[src/render_pkg.sv]
// Scanline tile renderer shared constants
// Line, tile map, VRAM and palette sizes plus pipeline latencies

package render_pkg;

  // Line buffer geometry
  localparam int line_width     = 64;
  localparam int x_width        = 6;
  localparam int buf_addr_width = 7;

  // Layers
  localparam int num_layers  = 2;
  localparam int layer_width = 1;

  // World coordinates wrap at 512
  localparam int world_width     = 9;
  localparam int tile_bits       = 4;
  localparam int map_coord_width = 5;
  localparam int line_y_width    = 9;

  // Tile map entries with flip flags in the top bits
  localparam int map_addr_width = 11;
  localparam int map_data_width = 16;
  localparam int flip_x_bit     = 15;
  localparam int flip_y_bit     = 14;
  localparam int flip_xy_bit    = 13;

  // VRAM holds two pixels per word with the even pixel in the low byte
  localparam int vram_addr_width = 16;
  localparam int vram_data_width = 16;
  localparam int pixel_width     = 8;

  // Palette and output colors
  localparam int pal_index_width = 4;
  localparam int pal_addr_width  = 12;
  localparam int color_width     = 24;
  localparam int rgb_width       = 18;

  // Per-layer register width
  localparam int reg_width = 16;

  // Cycles from pixel issue
  localparam int fetch_latency  = 2;
  localparam int render_latency = 4;

endpackage

[src/line_scanout.sv]
// Line scanout
// Shows each front-bank pixel twice, clears it, and packs 18-bit RGB

module line_scanout (
  input  logic                                  clk,
  input  logic                                  reset,
  input  logic                                  scan_start,
  input  logic                                  bank,
  output logic [render_pkg::buf_addr_width-1:0] rd_addr,
  output logic                                  clear,
  input  logic [render_pkg::color_width-1:0]    rd_data,
  output logic                                  rgb_valid,
  output logic [render_pkg::rgb_width-1:0]      rgb
);

  logic                                  active;
  logic                                  front;
  logic [render_pkg::buf_addr_width-1:0] count;

  // Front bank is latched so a new render_start cannot move it mid-scan
  always_ff @(posedge clk or posedge reset) begin
    if (reset) begin
      active    <= 1'b0;
      front     <= 1'b0;
      count     <= '0;
      rgb_valid <= 1'b0;
    end else begin
      rgb_valid <= active;
      if (!active && scan_start) begin
        active <= 1'b1;
        front  <= ~bank;
        count  <= '0;
      end else if (active) begin
        count <= count + 1'b1;
        if (count == 2 * render_pkg::line_width - 1) begin
          active <= 1'b0;
        end
      end
    end
  end

  assign rd_addr = {front, count[render_pkg::x_width:1]};
  assign clear   = active & count[0];

  // Top 6 bits of blue, green and red with blue highest
  assign rgb = {rd_data[23:18], rd_data[15:10], rd_data[7:2]};

endmodule

[config.mk]
export PLATFORM = sky130hd
export DESIGN_NAME = line_scanout
export DESIGN_NICKNAME = d
export VERILOG_FILES = /design/src/render_pkg.sv /design/src/line_scanout.sv
export SDC_FILE = /design/constraint.sdc
export NUM_CORES = 1
export LEC_CHECK = 0
export BUFFER_PORTS_ARGS = -buffer_cell sky130_fd_sc_hd__buf_4
export CAP_MARGIN = 20
export CORE_MARGIN = 2
export CORE_UTILIZATION = 31
export DETAILED_ROUTE_END_ITERATION = 8
export PLACE_DENSITY_LB_ADDON = 0.2
export SYNTH_ARGS = -nofsm -noshare
export SYNTH_HDL_FRONTEND = slang
export SYNTH_SLANG_ARGS = --single-unit
[constraint.sdc]
create_clock -name clk -period 1.4 [get_ports clk]
set_input_delay 0.07 -clock clk [delete_from_list [all_inputs] [get_ports clk]]
set_output_delay 0.07 -clock clk [all_outputs]
set_load 0.03 [all_outputs]
# Yosys cells after proc, flatten, opt, wreduce, memory -nomap -nowiden
# Cells that the tools add are included.
dict set report op_classes {
  addsub 1
  eq_ne 1
  mux 5
  bitwise_logic 2
  n_reduce_logical 3
}
# operator count
set ops {}
lappend ops {{7-bit two-way mux} 2}
lappend ops {{7-bit by 1-bit adder with 7-bit output (second input constant)} 1}
lappend ops {{7-bit == test (second input constant)} 1}
lappend ops {{1-bit two-way mux} 3}
lappend ops {{2-bit nonzero test} 1}
lappend ops {{1-bit bitwise AND} 1}
lappend ops {{1-bit logical AND} 1}
lappend ops {{1-bit logical NOT} 1}
lappend ops {{1-bit NOT} 1}
dict set report word_totals {
  regBits 10
  input_bits 28
}

# Depth between registers and ports, before layout
dict set report logic_depth {
  ltp_word 4
  mapped_depth 4
}

# Worst setup path before layout
# No wires, ideal clock.
dict set report synth_path {
  path_type {flip-flop to flip-flop}
  from {register count[1] in the netlist's numbering}
  to {register count[4] in the netlist's numbering}
  arrival_time_ps 962
  required_time_ps 1279
  setup_slack_ps 317
  stages_incl_launch_ff 5
  synth_period_minus_slack_ps 1083
  cell_sequence {dfrtp_1 > ha_1 > nand3_1 > xnor2_1 > a22o_1}
}
dict set report synth_between {
  elab_chain_len 3
}
# element line
set synth_lines {}
lappend synth_lines {{from (decl)} line_scanout.sv:18} ;# logic [render_pkg::buf_addr_width-1:0] count;
lappend synth_lines {{from (signal assigned)} line_scanout.sv:34} ;# count <= count + 1'b1;
lappend synth_lines {{7-bit by 1-bit adder with 7-bit output} line_scanout.sv:34}
lappend synth_lines {{7-bit two-way mux} line_scanout.sv:33} ;# end else if (active) begin
lappend synth_lines {{7-bit two-way mux} line_scanout.sv:29} ;# if (!active && scan_start) begin
# Every way passes these cells. The select of a mux whose other input is x is not followed.
# A chain may end at the register's enable or synchronous reset.

# Final worst setup path
dict set report layout_path {
  from {register count[0] in the netlist's numbering}
  to {register count[6] in the netlist's numbering}
}
# The elaborated chain is that of the path after synthesis.

==> results.py <==
metrics = {
    "timing": {
        "timing.final.crit_period_ns": 1.24,
        "max_freq_mhz": 806,
        "setup_viol": 0,
        "slew_viol_final": 0,
        "setup_tns_ns": 0,
        "fin_crit_sh": 0.886,
        "hold_viol_final": 0,
        "worst_pin_slew_ns": 0.386,
        "slew_headroom": 0.742,
        "setup_slack_ns": 0.159,
        "rsz0062_at_grt": "false",
        "skew_ns": 0.00200,
    },
    "clocking": {
        "h-tree-depth": 1,
        "clk_pin_slew_worst_paths_ns": 0.07,
        "clock_latency_ns": 0.26,
        "cts_resized": 0,
        "clockBufferDepth": 2,
        "cts_buffers": 3,
        "cts_root_buf": "clkbuf_4",
        "cts_tree": "built",
        "cts_sinks": 10,
    },
    "worst_setup_path": {
        "critPathLaunchType": "flop",
        "crit_start": "count[0]",
        "critPathBufInv": 0,
        "end_kind": "flop",
        "cpMaxStageDelayCell": "dfrtp_1",
        "worstPathArrival_ns": 1.43,
        "crit_fanout": 4,
        "worstSetupPathType": "reg -> reg",
        "slowest_delay_ns": 0.42,
        "r2r-start": "count[0]",
        "required_ns": 1.59,
        "path_delay_family": "flip-flops",
        "path_cells": "ha_1 > nand4_1 > nor2_1 > mux2i_1",
    },
    "place": {
        "gp_congestion": 0.690,
        "dpl.hpwl_um": 685,
        "dp_worst_setup_slack_ns": 0.162,
        "io_buffers": 12,
    },
    "synth": {
        "synth-simple-area-share": 0.107,
        "synth_nets": 90,
        "synthXorXnorAreaFrac": 0.0278,
        "synth_top_area_cell": "dfrtp_1",
        "synth_fa_ha_area_frac": 0.0199,
        "ys.warnings.count": 0,
        "synth_top_family_by_area": "buffers and inverters",
        "synthDominantCellAreaShare": 0.398,
        "synth_mux_area_frac": 0.0338,
        "synth-seq-cells": 10,
        "ys_top_cells_by_area": "dfrtp_1, buf_4, a22o_1",
        "synth_area_um2": 629,
        "ys_types": 22,
        "syn_inst": 61,
        "syn_area_per_cell_um2": 10.3,
        "synth_seq_area_share": 0.398,
        "synth-compound-area-share": 0.0915,
    },
    "power_and_ir_drop": {
        "power_density_nw_per_um2": 2430,
        "total_power_w": 0.00148,
        "peakVddDrop_v": 0.000843,
        "leakage_nw": 0.283,
    },
    "finish": {
        "final_nets": 83,
        "nFillCells": 219,
        "syn2layout_area_growth_pct": -2.98,
        "diodes": 0,
        "drive_gt1_frac": 0.377,
    },
    "route": {
        "drt_pre_antenna_iters": 1,
        "antenna_left": 0,
        "drc": 0,
        "drtIter0Drc": 0,
        "drt_wl_total_um": 959,
        "avgRoutedWirePerCell_um": 12.0,
        "viasPerCell": 4.34,
        "vias": 347,
    },
    "grt": {
        "antenna_found_initial": 0,
        "grt_start_max_net_pins": 11,
        "grt_pass1_vias": 331,
        "grt_util_all_layers": 0.0913,
        "grt_pass1_wl_um": 1540,
        "grt_overflow_total": 0,
    },
    "floorplanning": {
        "coreArea_um2": 1940,
        "io_pins": 55,
        "fp.dieArea_um2": 2410,
        "die_y_um": 49.1,
        "row_count": 16,
        "start_util": 0.324,
        "die_x_um": 49.1,
    },
    "run_status": {
        "status": "complete, no violations",
    },
    "job": {
        "maxCapViolCount": 0,
    },
    "worst_hold_path": {
        "hold_path.class": "in -> reg",
        "worstHoldStart": "scan_start",
    },
}
cell usage in the layout, fill, tap and decap left out, drive strengths merged:
| cell | instances |
|---|---|
| a22o | 3 |
| ha | 1 |
| and2 | 1 |
| o21ai | 2 |
| xor2 | 1 |
| o211ai | 1 |
| buf | 12 |
| a21oi | 1 |
| nand3 | 2 |
| mux2i | 1 |
| dfrtp | 10 |
| xnor2 | 1 |
| clkbuf | 4 |
| nand2b | 1 |
| dlygate4sd3 | 2 |
| o31ai | 1 |
| mux2 | 1 |
| nand2 | 3 |
| nor2 | 2 |
| nand4 | 2 |
| inv | 1 |
metal layers:
| layer | share of wire | vias up | global-route usage |
|---|---|---|---|
| li1 | - | 165 | - |
| met1 | 0.46 | 155 | 0.103 |
| met2 | 0.42 | 23 | 0.114 |
| met3 | 0.093 | 4 | 0.0399 |
| met4 | 0.024 | 0 | 0.114 |
| met5 | 0 | - | 0 |
final cells by class:
cell class                 count  area, µm²  share of cell area
tap                           27       33.8              0.0553
sequential                    10        250               0.410
clock buffer                   4       36.3              0.0594
multi-input combinational     24        176               0.289
inverter                       1       3.75             0.00615
timing repair buffer          14        110               0.180
where the power goes:
part / total [W] / internal, W / switching, W
sequential: 0.000541 / 0.000402 / 0.000140
clock: 0.000256 / 0.000158 / 0.0000979
combinational: 0.000687 / 0.000313 / 0.000374
final timing paths:
check | end | slack (ns) | cells after the start
hold reg to reg | front | 0.48 | 2
setup reg to reg | count[6] | 0.16 | 4
min in group asynchronous | rgb_valid | 0.34 | 3
max in group asynchronous | count[2] | 0.80 | 3
setup / recovery | count[6] | 0.16 | 4
hold / removal | front | 0.12 | 3
worst min-delay path: cells and delay by family:
family,cells,cell delay (ns)
AO/OA/AOI/OAI,1,0.07
buffers and inverters,1,0.12
AND/OR/NAND/NOR,1,0.08
timing repair:
item | 4_1_cts | 5_1_grt
hold buffers | 2 | 0
setup buffers | 0 | 0
endpoints found under the hold margin | 11 | 0
registers in the layout, indices dropped and copies added (netlist names):
signal / count
front: 1
rgb_valid: 1
count: 7
active: 1
Yosys cell counts (all sizes together):
master,instances
nand2,3
inv,1
a22o,3
xor2,1
and2,1
o211ai,1
a21oi,1
nand2b,1
nand4,2
buf,26
dfrtp,10
mux2i,1
ha,1
o21ai,2
mux2,1
o31ai,1
xnor2,1
nand3,2
nor2,2
per-stage QoR:
step	hold slack, ns	util	area [µm²]	instances
finish	0.123	0.314	611	80
global route	0.140	0.314	611	80
CTS	0.120	0.314	611	80
detailed placement	0.0775	0.285	554	74
global placement	0.0785	0.285	554	74
floorplan	-0.0898	-	629	61
cell families after synthesis:
logic type | after synthesis
buffers and inverters | 27
and+or+nand+nor | 11
DFF | 10
AOI/OAI and AO/OA | 8
xor gates and xnor gates | 2
muxes | 2
adders and majority gates | 1
Note: power is estimated with default switching activity, not from simulation.
