==> config.mk <==
export PLATFORM = sky130hd
export DESIGN_NAME = pixel_filter
export DESIGN_NICKNAME = d
export VERILOG_FILES = /design/src/render_pkg.sv /design/src/pipe_delay.sv /design/src/pixel_filter.sv
export SDC_FILE = /design/constraint.sdc
export NUM_CORES = 1
export LEC_CHECK = 0
export ABC_CLOCK_PERIOD_IN_PS = 2700
export BUFFER_PORTS_ARGS = -buffer_cell sky130_fd_sc_hd__buf_4
export CAP_MARGIN = 0
export CELL_PAD_IN_SITES_DETAIL_PLACEMENT = 0
export CELL_PAD_IN_SITES_GLOBAL_PLACEMENT = 1
export CORE_ASPECT_RATIO = 0.5
export CORE_UTILIZATION = 33
export CTS_CLUSTER_DIAMETER = 60
export DETAILED_ROUTE_END_ITERATION = 10
export GPL_ROUTABILITY_DRIVEN = 1
export GPL_TIMING_DRIVEN = 0
export PLACE_DENSITY = 0.75
export SYNTH_ARGS = -nofsm -noshare
export SYNTH_HDL_FRONTEND = slang
export SYNTH_SLANG_ARGS = --single-unit
==> constraint.sdc <==
create_clock -name clk -period 2.7 [get_ports clk]
set_clock_uncertainty 0.05 [all_clocks]
set_input_delay 0.405 -clock clk [delete_from_list [all_inputs] [get_ports clk]]
set_output_delay 0.405 -clock clk [all_outputs]
set_load 0.1 [all_outputs]
==> src/render_pkg.sv <==
// Scanline tile renderer shared constants
// Line, tile map, VRAM and palette sizes plus pipeline latencies

package render_pkg;

  // Line buffer geometry
  localparam int line_width     = 64;
  localparam int x_width        = 6;
  localparam int buf_addr_width = 7;

  // Layers
  localparam int num_layers  = 2;
  localparam int layer_width = 1;

  // World coordinates wrap at 512
  localparam int world_width     = 9;
  localparam int tile_bits       = 4;
  localparam int map_coord_width = 5;
  localparam int line_y_width    = 9;

  // Tile map entries with flip flags in the top bits
  localparam int map_addr_width = 11;
  localparam int map_data_width = 16;
  localparam int flip_x_bit     = 15;
  localparam int flip_y_bit     = 14;
  localparam int flip_xy_bit    = 13;

  // VRAM holds two pixels per word with the even pixel in the low byte
  localparam int vram_addr_width = 16;
  localparam int vram_data_width = 16;
  localparam int pixel_width     = 8;

  // Palette and output colors
  localparam int pal_index_width = 4;
  localparam int pal_addr_width  = 12;
  localparam int color_width     = 24;
  localparam int rgb_width       = 18;

  // Per-layer register width
  localparam int reg_width = 16;

  // Cycles from pixel issue
  localparam int fetch_latency  = 2;
  localparam int render_latency = 4;

endpackage

==> src/pipe_delay.sv <==
// Fixed-length delay line
// Shifts any payload type through a chain of reset registers

module pipe_delay #(
  parameter type payload_t = logic,
  parameter int  depth     = 1
) (
  input  logic     clk,
  input  logic     reset,
  input  payload_t d,
  output payload_t q
);

  payload_t stage [depth];

  always_ff @(posedge clk or posedge reset) begin
    if (reset) begin
      for (int i = 0; i < depth; i++) begin
        stage[i] <= '0;
      end
    end else begin
      stage[0] <= d;
      for (int i = 1; i < depth; i++) begin
        stage[i] <= stage[i-1];
      end
    end
  end

  assign q = stage[depth-1];

endmodule

==> src/pixel_filter.sv <==
// Pixel filter
// Builds the palette address and gates line buffer writes on NOP tiles and color key

module pixel_filter (
  input  logic                                                    clk,
  input  logic                                                    reset,
  input  logic                                                    issue_valid,
  input  logic [render_pkg::x_width-1:0]                          issue_x,
  input  logic [render_pkg::layer_width-1:0]                      issue_layer,
  input  logic                                                    bank,
  input  logic [render_pkg::map_data_width-1:0]                   tile_value,
  input  logic                                                    byte_sel,
  input  logic [render_pkg::vram_data_width-1:0]                  vram_data,
  input  logic [render_pkg::num_layers*render_pkg::pal_index_width-1:0] pal_index,
  input  logic [render_pkg::num_layers-1:0]                       nop_enable,
  input  logic [render_pkg::num_layers-1:0]                       transp_enable,
  input  logic [render_pkg::num_layers*render_pkg::reg_width-1:0] nop_value,
  input  logic [render_pkg::num_layers*render_pkg::reg_width-1:0] color_key,
  output logic [render_pkg::pal_addr_width-1:0]                   pal_addr,
  output logic                                                    buf_wr,
  output logic [render_pkg::buf_addr_width-1:0]                   buf_addr
);

  localparam int ctl_width = 1 + render_pkg::buf_addr_width + render_pkg::layer_width;

  logic                                     valid3;
  logic [render_pkg::buf_addr_width-1:0]    addr3;
  logic [render_pkg::layer_width-1:0]       layer3;
  logic [render_pkg::pixel_width-1:0]       pixel;
  logic                                     valid4;
  logic [render_pkg::layer_width-1:0]       layer4;
  logic [render_pkg::pixel_width-1:0]       pixel4;
  logic [render_pkg::map_data_width-1:0]    tile4;
  logic [render_pkg::reg_width-1:0]         nop_sel;
  logic [render_pkg::reg_width-1:0]         key_sel;
  logic                                     skip_nop;
  logic                                     skip_key;

  // Control follows the pixel to the VRAM data cycle
  pipe_delay #(
    .payload_t (logic [ctl_width-1:0]),
    .depth     (render_pkg::fetch_latency + 1)
  ) ctl_delay (
    .clk   (clk),
    .reset (reset),
    .d     ({issue_valid, bank, issue_x, issue_layer}),
    .q     ({valid3, addr3, layer3})
  );

  pipe_delay #(
    .payload_t (logic [render_pkg::map_data_width-1:0]),
    .depth     (render_pkg::render_latency - 1)
  ) tile_delay (
    .clk   (clk),
    .reset (reset),
    .d     (tile_value),
    .q     (tile4)
  );

  // Even pixel in the low byte
  assign pixel = byte_sel ? vram_data[render_pkg::pixel_width +: render_pkg::pixel_width]
                          : vram_data[0 +: render_pkg::pixel_width];
  assign pal_addr = {pal_index[layer3*render_pkg::pal_index_width +: render_pkg::pal_index_width],
                     pixel};

  // One more stage to meet the palette data
  pipe_delay #(
    .payload_t (logic [ctl_width+render_pkg::pixel_width-1:0]),
    .depth     (1)
  ) pixel_delay (
    .clk   (clk),
    .reset (reset),
    .d     ({valid3, addr3, layer3, pixel}),
    .q     ({valid4, buf_addr, layer4, pixel4})
  );

  assign nop_sel  = nop_value[layer4*render_pkg::reg_width +: render_pkg::reg_width];
  assign key_sel  = color_key[layer4*render_pkg::reg_width +: render_pkg::reg_width];
  assign skip_nop = nop_enable[layer4] && (tile4 == nop_sel);
  assign skip_key = transp_enable[layer4] && (pixel4 == key_sel[render_pkg::pixel_width-1:0]);
  assign buf_wr   = valid4 && !skip_nop && !skip_key;

endmodule

* Word-level counts from Yosys, hierarchy flattened *
Cells that the tools add are included.

storage, ports and cells
  output and inout bits = 20
  flip-flop bits (word level) = 92
  bits of input ports = 120

operators by class
  reduce and logical (&&, ||, !) cells = 6
  magnitude comparators = 1
  multiplexer cells = 5
  equality and inequality tests = 2
  shift-type cells = 3

operators with widths
  operator              count
  $shiftx A32 B6 Y16    1
  $shiftx A32 B6 Y8     1
  $eq A16 B16 Y1        1
  $eq A8 B8 Y1          1
  $mux W8               1
  $shiftx A8 B4 Y4      1
  $logic_and A1 B1 Y1   4
  $mux W1               4
  $logic_not A1 Y1      2
  $lt A1 B2 Y1 const B  1

* Depth between registers and ports, before layout *
  depth in word-level cells = 6
  mapped depth = 7
  depth with buffers taken out = 5

* By module *
Synthesis repeated with hierarchy kept, for this count alone.

second synthesis, totals
  cells, all modules = 202
  area, all modules = 3245.6 sq um

by module, submodules not included
  module                     cells an instance  area an instance (sq um)  instances
  pipe_delay at tile_delay   65                 1325.0                    1
  pipe_delay at ctl_delay    37                 747.0                     1
  pixel_filter               82                 744.5                     1
  pipe_delay at pixel_delay  18                 429.2                     1

* Least setup slack after synthesis *
No wires, ideal clock.

  kind = register to output
  start = reg pixel_delay.stage, in the netlist pixel_delay.q[8]
  end = out buf_wr
  data arrival time = 2593 ps
  path slack = -348 ps
  cell stages (with the launch flop) = 7
  required time = 2245 ps
  path through = dfrtp_1 -> buf_6 -> buf_6 -> mux2i_1 -> xnor2_1 -> nor4_1 -> a31oi_1

between the ends
  longest elaborated chain between the ends = 6

RTL lines
  element                                        line                                    text
  start: declaration                             pipe_delay.sv:14                        payload_t stage [depth];
  start signal: indexed assignment               pipe_delay.sv:24                        stage[i] <= stage[i-1];
  $shiftx A32 B6 Y16 or $mux W1 (tied branches)  pixel_filter.sv:77, pixel_filter.sv:79
  $eq A16 B16 Y1 or $mux W1 (tied branches)      pixel_filter.sv:79                      assign skip_nop = nop_enable[layer4] && (tile4 == nop_sel);
  $logic_and A1 B1 Y1                            pixel_filter.sv:79
  $logic_not A1 Y1                               pixel_filter.sv:81                      assign buf_wr = valid4 && !skip_nop && !skip_key;
  $logic_and A1 B1 Y1                            pixel_filter.sv:81
  $logic_and A1 B1 Y1 (*)                        pixel_filter.sv:81
  end: declaration                               pixel_filter.sv:20                      output logic buf_wr,

Every way passes the cells marked *; elsewhere a longest branch is shown, timed or not. The select of a mux whose other input is x is not followed.

* Final worst setup path *
Same ends and word-level chain as after synthesis.

==> impl_metrics.json <==
{
  "status": "complete, no violations",
  "synth_cell_type_count": 22,
  "p_leak_nw": 2.17,
  "routed_via_density": 4.13,
  "root_buffer": "clkbuf_16",
  "slew_violations": 0,
  "drive_gt1_frac": 0.500,
  "syn_area_mm2": 0.00302,
  "path_clk_slew_ns": 0.06,
  "start_util": 0.343,
  "ys_seq_area_frac": 0.762,
  "post_drt_wl_per_cell_um": 13.4,
  "avgSynthCellArea_um2": 17.3,
  "postSynthCellCount": 175,
  "holdWs_ns": 0.129,
  "dp_hpwl_um": 4520,
  "placed_area_mm2": 0.00413,
  "first_pass_iters": 2,
  "post-cts-setup-buffer-count": 0,
  "num_vias": 1788,
  "clkSinkCount": 92,
  "mostFrequentLayoutCell": "buf_4",
  "rr_endpoint": "pixel_delay.q[8]$_DFF_PP0_",
  "async_flop_share": 1.00,
  "io_buffers": 122,
  "critPathTopFamily": "buffers and inverters",
  "synthFlopType": "dfrtp_1",
  "num_rows": 24,
  "fin_crit_sh": 0.952,
  "clock_latency_ns": 0.33,
  "wl_met1_um": 2350,
  "slowest_delay_ns": 0.37,
  "gp_congestion": 0.729,
  "wl_um": 5800,
  "drt_iter0_drc": 67,
  "highest_layer": "met4",
  "crit_fanout": 10,
  "peakVddDrop_v": 0.000334,
  "antenna_found_initial": 0,
  "relSlewSlack": 0.720,
  "period_minus_slack_ns": 2.57,
  "r2r_cells": 0,
  "worst_slack_ns": 0.129,
  "final_cell_mix": "buf_4, dfrtp_1, mux2i_1",
  "synth_seq_cells": 92,
  "ctsLongestPathBuffers": 2,
  "r2r_slack_ns": 2.07,
  "synth_warnings": 0,
  "syn-num-nets": 295,
  "worstPathArrival_ns": 2.12,
  "die_area_mm2": 0.00956,
  "grt_pass1_vias": 1910,
  "die_x_um": 137,
  "final_area_mm2": 0.00448,
  "cp_num_buf_inv": 3,
  "cts_tree": "done",
  "fin_setup_tns_ns": 0,
  "wl_met2_um": 3150,
  "grt_max_degree": 49,
  "worst_pin_slew_ns": 0.419,
  "cp_cell_sequence": "buf_6, buf_6, mux2i_4, xor2_1, nand3_1, nor3_4, a31oi_2, buf_6",
  "cellPowerDensity_mw_per_mm2": 707,
  "max_freq_mhz": 389,
  "grtUsageTotal": 0.128,
  "ant_nets": 0,
  "crit_path_frequent_cell": "buf_6",
  "drv_cap": 0,
  "place_ws_ns": 0.277,
  "min_path_type": "input pin to register",
  "boundaryPins": 140,
  "synthToLayoutAreaGrowth_pct": 48.5,
  "core_mm2": 0.00880,
  "hold_depth": 1,
  "die_y_um": 69.7,
  "fin_cells": 433,
  "place_inst": 416,
  "setup_viol": 0,
  "drc": 0,
  "worstHoldStart": "tile_value[4]",
  "grt_pass1_wl_um": 9080,
  "crit_required_ns": 2.25,
  "critPathLaunchType": "register",
  "final_nets": 431,
  "cp-end-kind": "primary output",
  "fin_util": 0.510,
  "route.met3.wl_um": 223,
  "power_mw": 3.17,
  "gr-total-overflow": 0,
  "cts_buffers": 9,
  "h-tree-depth": 3,
  "synth_edf_count": 0,
  "min_to": "tile_delay.stage[36]$_DFF_PP0_",
  "cp_slowest_cell": "dfrtp_1",
  "critPathKind": "register to primary output",
  "rr_startpoint": "ctl_delay.q[0]$_DFF_PP0_",
  "diodes": 0,
  "hold_viol": 0
}
## report_power, final
part	switching [mW]	internal (mW)
logic	0.259	0.186
clock network	0.493	0.755
registers	0.0265	1.45
## cells in the mapped netlist (all sizes together), types with 2 or more instances
| master | count | area [um2] |
|---|---|---|
| o21ai | 2 | 10.0 |
| xnor2 | 4 | 35.0 |
| inv | 4 | 15.0 |
| dfrtp | 92 | 2300 |
| mux2 | 12 | 135 |
| mux2i | 23 | 230 |
| xor2 | 18 | 158 |
| o211ai | 2 | 15.0 |
| nand4 | 4 | 25.0 |
| buf | 3 | 30.0 |
## cell type report
type                       instances  area (um2)
buffer                             4        37.5
sequential                        92        2300
multi-input combinational         75         699
inverter                           4        18.8
clock inverter                     5        67.6
clock buffer                      11         243
fill                             772        4310
timing repair buffer             125         970
tap                              117         146
## state kept, by name, indices dropped and copies added, names as in the netlist
| name | count |
|---|---|
| ctl_delay.stage | 18 |
| ctl_delay.q | 9 |
| tile_delay.q | 16 |
| pixel_delay.q | 17 |
| tile_delay.stage | 32 |
## worst max path at each step
stage | start | to | depth (start not counted)
after global routing | pixel_delay.q[8]$_DFF_PP0_ | buf_wr | 8
final | pixel_delay.q[8]$_DFF_PP0_ | buf_wr | 8
after global placement | pixel_delay.q[8]$_DFF_PP0_ | buf_wr | 8
after CTS | pixel_delay.q[8]$_DFF_PP0_ | buf_wr | 8
after detailed placement | pixel_delay.q[8]$_DFF_PP0_ | buf_wr | 8
after floorplan | pixel_delay.q[8]$_DFF_PP0_ | buf_wr | 6
## routing by layer
metal	vias up	track usage
met5	-	0
met2	39	0.220
li1	865	-
met3	7	0.0387
met4	0	0.0464
met1	877	0.152
## repair_timing
| action | in CTS | in global routing |
|---|---|---|
| endpoints found under the hold margin | 2 | 0 |
| gates resized for setup | 1 | 5 |
| setup endpoints to repair | 1 | 1 |
| hold buffers | 1 | 0 |
## cell families (layout without fill, tap and decap cells)
kind of cell | after synthesis | in the layout | synth area share
compound gates | 9 | 9 | 0.0199
xor+xnor | 22 | 22 | 0.0638
buf+inv | 8 | 149 | 0.0162
flops | 92 | 92 | 0.762
mux | 35 | 35 | 0.121
simple gates | 9 | 9 | 0.0170
No activity file was read; power rests on OpenSTA's default activity.
