[src/render_pkg.sv]
// Scanline tile renderer shared constants
// Line, tile map, VRAM and palette sizes plus pipeline latencies

package render_pkg;

  // Line buffer geometry
  localparam int line_width     = 64;
  localparam int x_width        = 6;
  localparam int buf_addr_width = 7;

  // Layers
  localparam int num_layers  = 2;
  localparam int layer_width = 1;

  // World coordinates wrap at 512
  localparam int world_width     = 9;
  localparam int tile_bits       = 4;
  localparam int map_coord_width = 5;
  localparam int line_y_width    = 9;

  // Tile map entries with flip flags in the top bits
  localparam int map_addr_width = 11;
  localparam int map_data_width = 16;
  localparam int flip_x_bit     = 15;
  localparam int flip_y_bit     = 14;
  localparam int flip_xy_bit    = 13;

  // VRAM holds two pixels per word with the even pixel in the low byte
  localparam int vram_addr_width = 16;
  localparam int vram_data_width = 16;
  localparam int pixel_width     = 8;

  // Palette and output colors
  localparam int pal_index_width = 4;
  localparam int pal_addr_width  = 12;
  localparam int color_width     = 24;
  localparam int rgb_width       = 18;

  // Per-layer register width
  localparam int reg_width = 16;

  // Cycles from pixel issue
  localparam int fetch_latency  = 2;
  localparam int render_latency = 4;

endpackage

[src/pipe_delay.sv]
// Fixed-length delay line
// Shifts any payload type through a chain of reset registers

module pipe_delay #(
  parameter type payload_t = logic,
  parameter int  depth     = 1
) (
  input  logic     clk,
  input  logic     reset,
  input  payload_t d,
  output payload_t q
);

  payload_t stage [depth];

  always_ff @(posedge clk or posedge reset) begin
    if (reset) begin
      for (int i = 0; i < depth; i++) begin
        stage[i] <= '0;
      end
    end else begin
      stage[0] <= d;
      for (int i = 1; i < depth; i++) begin
        stage[i] <= stage[i-1];
      end
    end
  end

  assign q = stage[depth-1];

endmodule

[src/tile_fetch.sv]
// Tile fetch stage
// Scrolls the pixel into world space, reads the tile map, applies flips, forms VRAM address

module tile_fetch (
  input  logic                                                   clk,
  input  logic [render_pkg::x_width-1:0]                         issue_x,
  input  logic [render_pkg::layer_width-1:0]                     issue_layer,
  input  logic [render_pkg::line_y_width-1:0]                    line_y,
  input  logic [render_pkg::num_layers*render_pkg::reg_width-1:0] scroll_x,
  input  logic [render_pkg::num_layers*render_pkg::reg_width-1:0] scroll_y,
  input  logic [render_pkg::num_layers*render_pkg::reg_width-1:0] data_offset,
  input  logic [render_pkg::num_layers-1:0]                      flip_enable,
  output logic [render_pkg::map_addr_width-1:0]                  map_addr,
  input  logic [render_pkg::map_data_width-1:0]                  map_data,
  output logic [render_pkg::vram_addr_width-1:0]                 vram_addr,
  output logic                                                   byte_sel,
  output logic [render_pkg::map_data_width-1:0]                  tile_value
);

  logic [render_pkg::reg_width-1:0]        scroll_x_sel;
  logic [render_pkg::reg_width-1:0]        scroll_y_sel;
  logic [render_pkg::world_width-1:0]      world_x;
  logic [render_pkg::world_width-1:0]      world_y;
  logic [render_pkg::map_coord_width-1:0]  map_col;
  logic [render_pkg::map_coord_width-1:0]  map_row;
  logic [render_pkg::tile_bits-1:0]        tx;
  logic [render_pkg::tile_bits-1:0]        ty;
  logic [render_pkg::tile_bits-1:0]        tx_d;
  logic [render_pkg::tile_bits-1:0]        ty_d;
  logic [render_pkg::layer_width-1:0]      layer_d;
  logic                                    flip_en;
  logic                                    flip_x;
  logic                                    flip_y;
  logic                                    flip_xy;
  logic [render_pkg::tile_bits-1:0]        sx;
  logic [render_pkg::tile_bits-1:0]        sy;
  logic [render_pkg::tile_bits-1:0]        fx;
  logic [render_pkg::tile_bits-1:0]        fy;
  logic [render_pkg::reg_width-1:0]        offset_sel;
  logic [render_pkg::map_data_width+2*render_pkg::tile_bits-2:0] addr_base;

  // World position and map address in the issue cycle
  assign scroll_x_sel = scroll_x[issue_layer*render_pkg::reg_width +: render_pkg::reg_width];
  assign scroll_y_sel = scroll_y[issue_layer*render_pkg::reg_width +: render_pkg::reg_width];
  assign world_x = scroll_x_sel[render_pkg::world_width-1:0] +
                   {{(render_pkg::world_width - render_pkg::x_width){1'b0}}, issue_x};
  assign world_y = scroll_y_sel[render_pkg::world_width-1:0] + line_y;

  assign map_col  = world_x[render_pkg::world_width-1:render_pkg::tile_bits];
  assign map_row  = world_y[render_pkg::world_width-1:render_pkg::tile_bits];
  assign tx       = world_x[render_pkg::tile_bits-1:0];
  assign ty       = world_y[render_pkg::tile_bits-1:0];
  assign map_addr = {issue_layer, map_row, map_col};

  // Hold in-tile position and layer until the map entry returns
  pipe_delay #(
    .payload_t (logic [render_pkg::layer_width+2*render_pkg::tile_bits-1:0]),
    .depth     (1)
  ) pos_delay (
    .clk   (clk),
    .reset (1'b0),
    .d     ({issue_layer, ty, tx}),
    .q     ({layer_d, ty_d, tx_d})
  );

  // Map data cycle
  assign flip_en    = flip_enable[layer_d];
  assign flip_x     = flip_en & map_data[render_pkg::flip_x_bit];
  assign flip_y     = flip_en & map_data[render_pkg::flip_y_bit];
  assign flip_xy    = flip_en & map_data[render_pkg::flip_xy_bit];
  assign offset_sel = data_offset[layer_d*render_pkg::reg_width +: render_pkg::reg_width];

  // Flag bits are not part of the tile number when flipping is on
  always_comb begin
    tile_value = map_data;
    if (flip_en) begin
      tile_value[render_pkg::flip_x_bit]  = 1'b0;
      tile_value[render_pkg::flip_y_bit]  = 1'b0;
      tile_value[render_pkg::flip_xy_bit] = 1'b0;
    end
  end

  // Diagonal swap first, then the mirror flips
  assign sx = flip_xy ? ty_d : tx_d;
  assign sy = flip_xy ? tx_d : ty_d;
  assign fx = flip_x ? ~sx : sx;
  assign fy = flip_y ? ~sy : sy;

  // 256 pixels per tile and two per word
  assign addr_base = {tile_value, fy, fx[render_pkg::tile_bits-1:1]};

  always_ff @(posedge clk) begin
    vram_addr <= addr_base[render_pkg::vram_addr_width-1:0] +
                 {1'b0, offset_sel[render_pkg::reg_width-1:1]};
  end

  // Byte select rides along until vram_data is back
  pipe_delay #(
    .payload_t (logic),
    .depth     (render_pkg::fetch_latency)
  ) byte_delay (
    .clk   (clk),
    .reset (1'b0),
    .d     (fx[0]),
    .q     (byte_sel)
  );

endmodule

[config.mk]
export PLATFORM = sky130hd
export DESIGN_NAME = tile_fetch
export DESIGN_NICKNAME = d
export VERILOG_FILES = /design/src/render_pkg.sv /design/src/pipe_delay.sv /design/src/tile_fetch.sv
export SDC_FILE = /design/constraint.sdc
export NUM_CORES = 1
export LEC_CHECK = 0
export ABC_AREA = 1
export BUFFER_PORTS_ARGS = -buffer_cell sky130_fd_sc_hd__buf_2
export CORE_MARGIN = 2
export CORE_UTILIZATION = 35
export DETAILED_ROUTE_END_ITERATION = 12
export PLACE_DENSITY = 0.68
export SLEW_MARGIN = 20
export SYNTH_ARGS = -nofsm -noshare
export SYNTH_HDL_FRONTEND = slang
export SYNTH_SLANG_ARGS = --single-unit
[constraint.sdc]
create_clock -name clk -period 4.3 [get_ports clk]
set_input_delay 0.43 -clock clk [delete_from_list [all_inputs] [get_ports clk]]
set_output_delay 0.43 -clock clk [all_outputs]
set_load 0.03 [all_outputs]
Yosys cells after proc, flatten, opt, wreduce, memory -nomap -nowiden --
Index checks and enable logic that the tools add are counted.
Word-level totals: register bits 27, latch bits 0, memory bits (writable) 0, bits in read-only memories 0, bits of input ports 131, output and inout port bits 44, logic and storage cells 23, memories kept 0
Cells by class: $add $sub $neg 3, multiply operators 0, divide/modulo/power cells 0, magnitude comparators 1, equal/unequal tests 0, shifts and indexed selects 3, multiplexer cells 7, bitwise logic cells 5, reductions and logical operators 0
Operator list (count):
- $shiftx A32 B6 Y9 | 2
- $shiftx A32 B6 Y16 | 1
- $add A16 B15 Y16 | 1
- $mux W4 | 4
- $add A9 B6 Y9 | 1
- $add A9 B9 Y9 | 1
- $not A4 Y4 | 2
- $and A1 B1 Y1 | 3
- $mux W3 | 1
- $lt A1 B2 Y1 const B | 1
- $mux W1 | 2

Logic depth before layout (Yosys ltp) --
word-level depth 7, mapped depth 17

Cells and area by module --
A second synthesis with hierarchy kept.
Unflattened totals: cell total of the unflattened synthesis 409, area, all modules 2937.8 µm²
By module, submodules not included:
- tile_fetch | times used 1, cells each 396, area an instance 2655.0 µm², sequential area each 320.3 µm²
- pipe_delay (pos_delay) | times used 1, cells each 10, area an instance 229.0 µm², sequential area each 225.2 µm²
- pipe_delay (byte_delay) | times used 1, cells each 3, area an instance 53.8 µm², sequential area each 50.0 µm²

Worst setup path before layout --
No wires, ideal clock.
path kind in2out, from in issue_layer, to out map_addr[9] (netlist bit), arrival 2.573 ns, required time 3.870 ns, setup slack 1.297 ns, cell stages on the path 10, cells stage by stage buf_2 > buf_2 > mux2_2 > ha_1 > fa_1 > nand3_1 > nand2_1 > nand3_1 > nand2_1 > xnor2_1
Between the ends: longest elaborated chain between the ends 2
Ends and longest elaborated chain:
- start: declaration | line tile_fetch.sv:7 | input logic [render_pkg::layer_width-1:0] issue_layer,
- $shiftx A32 B6 Y9 | line tile_fetch.sv:44 | assign scroll_y_sel = scroll_y[issue_layer*render_pkg::reg_width +: render_pkg::reg_width];
- $add A9 B9 Y9 | line tile_fetch.sv:47 | assign world_y = scroll_y_sel[render_pkg::world_width-1:0] + line_y;
- end: declaration | line tile_fetch.sv:13 | output logic [render_pkg::map_addr_width-1:0] map_addr,
Every way passes these cells.

Final worst setup path --
from in issue_layer, to out map_addr[2] (netlist bit)
Between the ends: longest elaborated chain between the ends 2
Ends and longest elaborated chain:
- $shiftx A32 B6 Y9 | line tile_fetch.sv:43 | assign scroll_x_sel = scroll_x[issue_layer*render_pkg::reg_width +: render_pkg::reg_width];
- $add A9 B6 Y9 | line tile_fetch.sv:45 | assign world_x = scroll_x_sel[render_pkg::world_width-1:0] +
Every way passes these cells.

==> summary.md <==
| Metric | Value |
|---|---|
| Status | finished, final reports clean |
| H-Tree Depth | 1 |
| CP Max Fanout | 24 |
| Router iterations before antenna repair | 4 |
| ANT cells | 0 |
| Area Overhead vs Synth | 25.9% |
| Cells after DPL | 617 |
| Initial DRC count | 44 |
| Fmax | 0.333 GHz |
| CP endpoint kind | output port |
| CTS tree | done |
| Initial antenna violation count | 1 |
| Drt drc | 0 |
| Synth cell types | 24 |
| CTS Buf Count | 3 |
| Final setup vio count | 0 |
| Fin. max-slew vios | 0 |
| Core Box Area | 7730 um2 |
| Pwr Density | 360 nW/um2 |
| CP Launch Type | primary input |
| Slew margin rel. | 0.703 |
| Worst Tran Pin Value | 0.446 ns |
| Die height | 93.4 um |
| Post-route minimum period | 3.01 ns |
| Post-synth EDFFs | 0 |
| All-Layer GR Usage | 0.160 |
| Global-route wire length before repair | 11400 um |
| YS warnings | 0 |
| Post-synthesis cell area | 2800 um2 |
| Max Cap Violations | 0 |
| DR WL/cell | 10.9 um |
| Hold_ws | 0.338 ns |
| Antenna Nets Post-Route | 0 |
| Most frequent cells in the layout | 136 x buf_2, 123 x nand2_1, 62 x inv_1, 29 x mux2_2, 29 x ha_1 |
| GRT Residual Overflow | 0 |
| Starting density of the core | 0.362 |
| RSZ-0062 raised after global routing | false |
| Non-filler cells, final | 621 |
| Layout cell share with drive strength beyond 1 | 0.351 |
| PostCTS Resize Cnt | 0 |
| Top_reg_cell synth | dfxtp_1 |
| Crit path DAT | 2.58 ns |
| Pin count of the biggest net entering global routing | 25 |
| Vias/cell | 4.51 |
| Period utilisation layout | 0.699 |
| Commonest non-fill, non-tap cell in the layout | buf_2 |
| Final hold viol count | 0 |
| Hold Crit Class | reg -> reg |
| Gpl congestion | 0.849 |
| IO buf count | 136 |
| Die ar. | 8720 um2 |
| Syn avg cell area | 7.04 um2 |
| # hold bufs at CTS | 0 |
| Worst path required time | 3.87 ns |
| I/O pins | 175 |
| Final Skew | 0.00340 ns |
| Total Wirelength | 6780 um |
| CTS Root Cell | clkbuf_8 |
| Die W | 93.4 um |
| Leak | 2.09 nW |
| Number of post-CTS setup repair buffers | 0 |
| Vias in the first global route | 2767 |
| CTS sink count | 27 |
| Routed via count | 2802 |
| Synth Instances | 397 |
| Cell Rows | 32 |
| Max Root-Sink Buffers | 2 |
| # nets final | 683 |
| Register area share after synthesis | 0.193 |
| Setup TNS Final | 0 ns |
| Worst-path clk slew | 0.10 ns |
| Worst-Skew Late Latency | 0.28 ns |
| Seq cells post-synth | 27 |
| Maximum vdd drop | 0.000137 V |
| Syn_nets | 560 |
| CP Class | in -> out |
| Final HPWL from detailed placement | 5930 um |
| Fraction of registers with async set/reset | 0 |
per-stage QoR:
stage	instance area, um2	utilization	power [mW]	setup slack, ns
finish	3520	0.455	1.27	1.29
global route	3520	0.455	1.38	1.13
CTS	3520	0.455	1.28	1.28
detailed placement	3470	0.449	1.12	1.30
global placement	3470	0.449	1.11	1.35
floorplan	2800	-	0.923	1.30
final timing paths:
kind / from / to / slack (ns) / depth (start not counted)
worst max-delay path: issue_layer / map_addr[2] / 1.29 / 10
worst min-delay path: byte_delay.stage[1]$_DFF_P_ / byte_delay.q$_DFF_P_ / 0.34 / 0
worst max register to register: pos_delay.q[8]$_DFF_P_ / vram_addr[14]$_DFF_P_ / 1.64 / 17
worst min register to register: byte_delay.stage[1]$_DFF_P_ / byte_delay.q$_DFF_P_ / 0.34 / 0
critical path: stages:
cell,delay (ns)
buf_2,0.37
mux2_2,0.40
ha_1,0.22
fa_1,0.41
nand3_1,0.09
nand2_1,0.09
nand3_1,0.08
nand2_1,0.10
xor2_1,0.17
buf_2,0.23
layer usage:
| layer | global-route usage | vias up | wire length [um] |
|---|---|---|---|
| met3 | 0.0395 | 8 | 553 |
| met4 | 0.0417 | 2 | 75 |
| met1 | 0.178 | 1201 | 2840 |
| li1 | - | 1485 | - |
| met5 | 0 | - | 13 |
| met2 | 0.299 | 106 | 3290 |
power breakdown:
group          switching (mW)  internal [mW]
clock                  0.0880         0.0681
combinational           0.488          0.271
sequential             0.0226          0.329
total                   0.598          0.668
state kept, by name (all words and copies together), names as in the netlist:
| name | cells |
|---|---|
| byte_delay.q | 1 |
| byte_delay.stage | 1 |
| pos_delay.q | 9 |
| vram_addr | 16 |
area by class of cell:
type	instances	area (um2)
Multi-Input combinational cell	289	1880
Tap cell	102	128
Sequential cell	27	541
Fill cell	811	4210
Clock buffer	3	41.3
Timing Repair Buffer	137	688
Inverter	62	233
Clock inverter	1	8.76
Yosys cell counts (4+ instances only):
library cell	instances	share of area
dfxtp_1	27	0.19
a21oi_1	16	0.029
nand3_1	18	0.032
mux2_2	29	0.12
inv_1	62	0.083
ha_1	29	0.13
xnor2_1	4	0.013
o21ai_0	6	0.011
nand2_1	123	0.17
xor2_1	23	0.072
nor2_1	16	0.021
o21ai_2	8	0.025
buf_4	14	0.038
kinds of logic (layout without fill, tap and decap cells):
| family | after synthesis | in the layout | share of synthesized area |
|---|---|---|---|
| AO/OA/AOI/OAI | 32 | 32 | 0.0729 |
| XOR/XNOR | 27 | 27 | 0.0846 |
| adder cells (fa/ha/maj) | 32 | 32 | 0.151 |
| buffers and inverters | 81 | 203 | 0.134 |
| flip-flops | 27 | 27 | 0.193 |
| multiplexers | 29 | 29 | 0.117 |
| AND/OR/NAND/NOR | 169 | 169 | 0.247 |
Note: power is estimated with default switching activity, not from simulation.
