File: src/render_pkg.sv
// Scanline tile renderer shared constants
// Line, tile map, VRAM and palette sizes plus pipeline latencies

package render_pkg;

  // Line buffer geometry
  localparam int line_width     = 64;
  localparam int x_width        = 6;
  localparam int buf_addr_width = 7;

  // Layers
  localparam int num_layers  = 2;
  localparam int layer_width = 1;

  // World coordinates wrap at 512
  localparam int world_width     = 9;
  localparam int tile_bits       = 4;
  localparam int map_coord_width = 5;
  localparam int line_y_width    = 9;

  // Tile map entries with flip flags in the top bits
  localparam int map_addr_width = 11;
  localparam int map_data_width = 16;
  localparam int flip_x_bit     = 15;
  localparam int flip_y_bit     = 14;
  localparam int flip_xy_bit    = 13;

  // VRAM holds two pixels per word with the even pixel in the low byte
  localparam int vram_addr_width = 16;
  localparam int vram_data_width = 16;
  localparam int pixel_width     = 8;

  // Palette and output colors
  localparam int pal_index_width = 4;
  localparam int pal_addr_width  = 12;
  localparam int color_width     = 24;
  localparam int rgb_width       = 18;

  // Per-layer register width
  localparam int reg_width = 16;

  // Cycles from pixel issue
  localparam int fetch_latency  = 2;
  localparam int render_latency = 4;

endpackage

File: src/pipe_delay.sv
// Fixed-length delay line
// Shifts any payload type through a chain of reset registers

module pipe_delay #(
  parameter type payload_t = logic,
  parameter int  depth     = 1
) (
  input  logic     clk,
  input  logic     reset,
  input  payload_t d,
  output payload_t q
);

  payload_t stage [depth];

  always_ff @(posedge clk or posedge reset) begin
    if (reset) begin
      for (int i = 0; i < depth; i++) begin
        stage[i] <= '0;
      end
    end else begin
      stage[0] <= d;
      for (int i = 1; i < depth; i++) begin
        stage[i] <= stage[i-1];
      end
    end
  end

  assign q = stage[depth-1];

endmodule

File: src/render_control.sv
// Line sequencer
// Issues one pixel per cycle for each enabled layer, then flags the finished line

module render_control (
  input  logic                                clk,
  input  logic                                reset,
  input  logic                                render_start,
  input  logic [render_pkg::num_layers-1:0]   layer_enable,
  output logic                                issue_valid,
  output logic [render_pkg::x_width-1:0]      issue_x,
  output logic [render_pkg::layer_width-1:0]  issue_layer,
  output logic                                line_done
);

  typedef enum logic [1:0] {st_idle, st_decide, st_draw} state_t;

  state_t                              state;
  logic [render_pkg::layer_width-1:0]  layer;
  logic [render_pkg::x_width-1:0]      x;
  logic [render_pkg::layer_width:0]    scan_from;
  logic [render_pkg::layer_width:0]    first;
  logic [render_pkg::layer_width-1:0]  next_layer;
  logic                                have_next;
  logic                                at_end;
  logic                                last_mark;

  // Search starts past the current layer while drawing
  assign first  = (state == st_draw) ? {1'b0, layer} + 1'b1 : scan_from;
  assign at_end = (x == render_pkg::line_width - 1);

  // Lowest enabled layer at or above first
  always_comb begin
    have_next  = 1'b0;
    next_layer = '0;
    for (int i = render_pkg::num_layers - 1; i >= 0; i--) begin
      if (layer_enable[i] && i >= int'(first)) begin
        have_next  = 1'b1;
        next_layer = i[render_pkg::layer_width-1:0];
      end
    end
  end

  // Decide issues pixel 0 of the layer it picks
  assign issue_valid = (state == st_draw) || (state == st_decide && have_next);
  assign issue_x     = x;
  assign issue_layer = (state == st_draw) ? layer : next_layer;

  // Marks the final issue, or the decide cycle of an empty line
  assign last_mark = ((state == st_draw) && at_end && !have_next) ||
                     ((state == st_decide) && !have_next);

  always_ff @(posedge clk or posedge reset) begin
    if (reset) begin
      state     <= st_idle;
      layer     <= '0;
      x         <= '0;
      scan_from <= '0;
    end else begin
      case (state)
        st_idle: begin
          if (render_start) begin
            state     <= st_decide;
            scan_from <= '0;
            x         <= '0;
          end
        end
        st_decide: begin
          if (have_next) begin
            layer <= next_layer;
            x     <= x + 1'b1;
            state <= st_draw;
          end else begin
            state <= st_idle;
          end
        end
        st_draw: begin
          if (at_end) begin
            x         <= '0;
            scan_from <= first;
            state     <= have_next ? st_decide : st_idle;
          end else begin
            x <= x + 1'b1;
          end
        end
        default: state <= st_idle;
      endcase
    end
  end

  pipe_delay #(
    .payload_t (logic),
    .depth     (render_pkg::render_latency)
  ) done_delay (
    .clk   (clk),
    .reset (reset),
    .d     (last_mark),
    .q     (line_done)
  );

endmodule

File: config.mk
export PLATFORM = sky130hd
export DESIGN_NAME = render_control
export DESIGN_NICKNAME = d
export VERILOG_FILES = /design/src/render_pkg.sv /design/src/pipe_delay.sv /design/src/render_control.sv
export SDC_FILE = /design/constraint.sdc
export NUM_CORES = 1
export LEC_CHECK = 0
export ABC_AREA = 1
export BUFFER_PORTS_ARGS = -buffer_cell sky130_fd_sc_hd__buf_2
export CAP_MARGIN = 20
export CORE_MARGIN = 2
export CORE_UTILIZATION = 35
export CTS_BUF_LIST = sky130_fd_sc_hd__clkbuf_16
export CTS_CLUSTER_SIZE = 16
export DETAILED_ROUTE_END_ITERATION = 10
export GPL_TIMING_DRIVEN = 0
export PLACE_DENSITY = 0.66
export SETUP_SLACK_MARGIN = 0.4
export SYNTH_ARGS = -nofsm -noshare
export SYNTH_HDL_FRONTEND = slang
export SYNTH_SLANG_ARGS = --single-unit
File: constraint.sdc
create_clock -name clk -period 1.5 [get_ports clk]
set_input_delay 0.075 -clock clk [delete_from_list [all_inputs] [get_ports clk]]
set_output_delay 0.075 -clock clk [all_outputs]
set_load 0.1 [all_outputs]
==> Word level (Yosys, flattened, before mapping) <==
Cells that the tools add are included.
{ "op_classes": {"add_sub_neg": 2, "order_cmp": 2, "n_eq_ne": 6, "mux": 17, "reduce_logical": 16} }
{ "ops": {"columns": ["cell", "count"], "rows": [
  ["6-bit 2-to-1 mux", 3],
  ["6-bit one-hot mux with 3 select lines", 1],
  ["2-bit 2-to-1 mux", 6],
  ["6-bit by 1-bit adder with 6-bit output (second input constant)", 1],
  ["6-bit equality test (second input constant)", 1],
  ["1-bit logical AND", 6],
  ["2-bit != test (second input constant)", 3],
  ["2-bit one-hot mux with 3 select lines", 1],
  ["3-bit AND reduction", 2],
  ["1-bit 2-to-1 mux", 5],
  ["1-bit by 2-bit >= comparator with 1-bit output (first input constant)", 2],
  ["2-bit one-hot mux with 2 select lines", 1],
  ["2-bit AND reduction", 2],
  ["3-bit nonzero test", 1],
  ["1-bit by 1-bit adder with 2-bit output (second input constant)", 1],
  ["2-bit by 1-bit equality test with 1-bit output (second input constant)", 1],
  ["2-bit equality test (second input constant)", 1],
  ["2-bit logical NOT", 1],
  ["1-bit logical OR", 2],
  ["2-bit nonzero test", 1],
  ["1-bit logical NOT", 1]
]} }
{ "totals": {"regBits": 15, "in_bits": 5, "out_inout_bits": 9, "elab_cells": 51} }

==> Longest topological paths before layout <==
{ "depth": {"word_depth": 9, "depth_mapped": 11, "depth_no_buf": 11} }

==> By module <==
From an unflattened synthesis, not the netlist that was laid out.
{ "unflattened": {"cells_unflattened": 118, "area_unflattened_um2": 895.9} }
{ "modules_own_cells": {"columns": ["module", "instances", "cells_per_inst", "area_per_inst_um2", "seq_area_each_um2"], "rows": [
  ["render_control", 1, 113, 792.0, 275.3],
  ["pipe_delay", 1, 5, 103.8, 100.1]
]} }

==> Worst setup path before layout <==
No wires, ideal clock.
{ "synth_path": {"path_kind": "register to output", "from": "reg state[0]", "to": "out issue_layer", "t_arrival_ns": 2.516, "t_required_ns": 1.425, "path_slack_ns": -1.091, "stages_incl_launch_ff": 9, "cell_sequence": "dfrtp_1 -> inv_1 -> ha_1 -> inv_1 -> nand2_2 -> nand2_2 -> nand3_2 -> nand3_1 -> a21oi_1"} }
{ "synth_via": {"elab_chain_cells": 7, "word_cells_on_any_way": 9} }
{ "synth_lines": {"columns": ["element", "line_no", "rtl"], "rows": [
  ["start, declared", "render_control.sv:17", "state_t state;"],
  ["start signal, assigned", "render_control.sv:54", "state <= st_idle;"],
  ["start signal, assigned", "render_control.sv:62", "state <= st_decide;"],
  ["start signal, assigned", "render_control.sv:71", "state <= st_draw;"],
  ["2-bit equality test *", "render_control.sv:28, render_control.sv:46", null],
  ["2-bit 2-to-1 mux", "render_control.sv:28", "assign first = (state == st_draw) ? {1'b0, layer} + 1'b1 : scan_from;"],
  ["1-bit by 2-bit >= comparator with 1-bit output", "render_control.sv:36", "if (layer_enable[i] && i >= int'(first)) begin"],
  ["1-bit logical AND", "render_control.sv:36", null],
  ["1-bit 2-to-1 mux (2 in series)", "render_control.sv:36", null],
  ["1-bit 2-to-1 mux *", "render_control.sv:46", "assign issue_layer = (state == st_draw) ? layer : next_layer;"],
  ["end, declared", "render_control.sv:11", "output logic [render_pkg::layer_width-1:0] issue_layer,"]
]} }
Mark *: on every way between the ends. The rest lies on a longest branch, timed or not.

==> Worst setup path in the final report <==
Same ends and word-level chain as after synthesis.

==> flow_metrics.py <==
metrics = {
    "run_status": {
        "status": "complete, but fails checks",
        "violations": "setup timing",
    },
    "floorplanning": {
        "dieArea_mm2": 0.002988,
        "die_w_um": 54.67,
        "core_mm2": 0.002455,
        "initial_core_util": 0.3660,
        "die_h_um": 54.67,
        "pin_count": 14,
        "rows": 18,
    },
    "detailed_routing": {
        "drc": 0,
        "wire_per_inst_um": 13.21,
        "vias": 875,
        "ant_nets": 0,
        "drt_wl_total_um": 2365,
        "firstDrtPassIters": 4,
        "drt_iter0_drc": 17,
        "viasPerCell": 4.888,
    },
    "clocking": {
        "numCtsBuffers": 3,
        "ctsHtreeMaxLevel": 1,
        "cts_sinks": 15,
        "cts_buffer_depth": 2,
        "tritoncts": "done",
        "clock_latency_ns": 0.25,
        "root_buffer": "clkbuf_16",
        "clk_pin_slew_ns": 0.05,
    },
    "hold_path": {
        "hp-class": "primary input to flip-flop",
    },
    "layout": {
        "drive_gt1_frac": 0.5235,
        "n_antenna_cell": 0,
        "area_delta_synth_final_pct": 64.48,
        "post-route-util": 0.6019,
        "finalInstanceArea_mm2": 0.001478,
        "nets": 161,
    },
    "placed_design": {
        "gp_congestion": 0.9046,
        "placed_cell_area_mm2": 0.001076,
        "portBuffers": 13,
        "hpwlAfterDp_um": 1389,
    },
    "synth": {
        "synth.avg_cell_area_um2": 7.812,
        "synthAdderAreaFrac": 0.08357,
        "synthCells": 115,
        "synth-simple-area-share": 0.3022,
        "synthFlopType": "dfrtp_1",
        "synth_top_family_by_area": "simple AND/OR/NAND/NOR gates",
        "yosysMostFrequentCell": "nand2_1",
        "synth-seq-cells": 15,
        "synthDistinctLibCells": 16,
        "synth_edf_count": 0,
        "yosys_warnings": 0,
        "synth_xor_area_frac": 0.009749,
        "netlist_area_um2": 898.4,
        "synth_compound_area_frac": 0.1072,
        "synthArstFlopShare": 1.000,
        "synth_nets": 126,
        "synth.top_cell.area_share": 0.4178,
        "yosysSeqAreaShare": 0.4178,
        "synth.area.top_cells": "dfrtp_1 (42%), nand2_1 (16%), ha_1 (8.4%), inv_1 (6.7%), nand3_1 (5.0%)",
        "netlist_top_cells_count": "nand2_1 (38), inv_1 (16), dfrtp_1 (15)",
        "synth_mux_area_frac": 0,
        "yosysTopAreaCell": "dfrtp_1",
    },
    "power_and_ir_drop": {
        "p_sw_frac": 0.4711,
        "p_leak_nw": 0.7010,
        "p_sw_w": 0.001545,
        "clock_power_share": 0.163,
        "comb_power_share": 0.652,
        "intPower_w": 0.001735,
        "seqPwrFrac": 0.185,
        "peakVddDrop_mv": 1.833,
        "powerDensity_mw_per_mm2": 2220,
    },
    "timing": {
        "rsz0062_at_grt": "yes",
        "post-route-period-util": 1.161,
        "setup_viol": 9,
        "finalMaxSlewViolations": 0,
        "fin_crit_ns": 1.742,
        "finalHoldViolations": 0,
        "worst_pin_slew_ns": 0.6012,
        "fmax_mhz": 574.1,
        "layout_setup_ws_ns": -0.2417,
        "clock-skew-final_ns": 0.002933,
        "relSlewSlack": 0.5987,
    },
    "setup_path": {
        "worst_setup_path_end_kind": "output pin",
        "cp-start-kind": "flip-flop",
        "worstPathArrival_ns": 1.67,
        "path_class": "flip-flop to output pin",
        "crit_fanout": 3,
        "cp.required_ns": 1.42,
    },
    "global_routing": {
        "track_usage": 0.1706,
        "grt_antenna_before_repair": 0,
        "grt_pass1_wl_um": 3581,
        "grt_pass1_vias": 820,
        "globalRouteOverflowTotal": 0,
        "grt_start_max_net_pins": 16,
    },
    "run": {
        "maxCapViolations": 0,
    },
}
-- state kept, by name (all words and copies together), names as in the netlist --
register          cells
issue_x               6
done_delay.stage      3
scan_from             2
state                 2
done_delay.q          1
layer                 1
-- routing by layer --
| layer | vias to the layer above | GRT usage | share of wire |
|---|---|---|---|
| met3 | 4 | 0.05191 | 0.046 |
| met2 | 28 | 0.2917 | 0.51 |
| li1 | 429 | - | - |
| met5 | - | 0 | 0 |
| met4 | 0 | 0.06667 | 0.011 |
| met1 | 414 | 0.1966 | 0.43 |
-- through the flow --
step / setup TNS, ns / total power [W] / setup slack (ns) / hold WS [ns] / cells
final: -1.180 / 0.003280 / -0.2417 / 0.3070 / 179
after global routing: -1.932 / 0.003440 / -0.3010 / 0.3226 / 179
after CTS: -1.164 / 0.002958 / -0.2286 / 0.2056 / 172
after detailed placement: -1.759 / 0.001951 / -0.4520 / 0.1775 / 158
after global placement: -1.150 / 0.001923 / -0.3972 / 0.1708 / 158
after floorplan: -0.1543 / 0.001739 / -0.1473 / -0.02375 / 115
-- worst max-delay path, cell delays in order (launching register included) --
cell     delay, ns
dfrtp_1       0.38
inv_2         0.12
ha_4          0.17
inv_2         0.05
nand2_4       0.06
nand2_4       0.06
nand3_4       0.11
nand3_4       0.10
a21oi_4       0.17
buf_12        0.19
-- cells in the final DEF, fill, tap and decap left out, types with 3 or more instances in the layout --
cell type  instances
buf_2              5
buf_4             18
buf_6              5
clkbuf_16          3
dfrtp_1            8
dfrtp_2            5
ha_4               5
inv_1             12
inv_2              3
nand2_1           30
nand2_2            6
nand2_4            5
nand3_1            7
nand3_2            3
nor2_1             5
o21ai_2            7
-- area by class of cell --
class	count	area (um2)
fillers	207	977.2
multi-input cells	83	641.9
flip-flops and latches	15	389.1
repair buffers	30	255.2
clock buffers	3	75.07
inverters	16	62.56
well taps	30	37.54
plain buffers	1	11.26
clock inverters	1	5.005
-- final timing paths --
path                            slack, ns                     startpoint  cells past startpoint                            end
worst min register to register       0.35  done_delay.stage[3]$_DFF_PP0_                      0  done_delay.stage[2]$_DFF_PP0_
worst min-delay path                 0.31                layer_enable[1]                      5              layer$_DFFE_PP0P_
min in group asynchronous            0.43                          reset                      3         issue_x[0]$_DFFE_PP0P_
worst max register to register      -0.12           state[0]$_DFFE_PP0P_                     11         issue_x[4]$_DFFE_PP0P_
worst max-delay path                -0.24           state[0]$_DFFE_PP0P_                      9                    issue_layer
max in group asynchronous            0.62                          reset                      3         issue_x[1]$_DFFE_PP0P_
-- power by group through the flow --
stage	logic, W	clock network (W)	registers [W]
4_1_cts	0.00181	0.000543	0.000604
5_1_grt	0.00226	0.000561	0.000624
3_3_place_gp	0.00132	0	0.000604
3_5_place_dp	0.00134	0	0.000613
6_report	0.00214	0.000535	0.000608
2_1_floorplan	0.000968	0	0.000771
-- kinds of logic (layout without fill, tap and decap cells) --
kind of cell	after synthesis	after routing
flip-flops	15	15
AO/OA/AOI/OAI	15	15
AND/OR/NAND/NOR	61	61
XOR/XNOR	1	1
adder cells (fa/ha/maj)	6	6
buffers and inverters	17	51
-- timing repair --
item / 4_1_cts / 5_1_grt
pin swaps: 9 / 13
cloned: 1 / 0
gates resized for setup: 33 / 17
setup endpoints to repair: 20 / 15
buffers inserted: 8 / 7
hold endpoints to repair: 15 / 0
hold buffers: 1 / 0
Note: power is estimated with default switching activity, not from simulation.
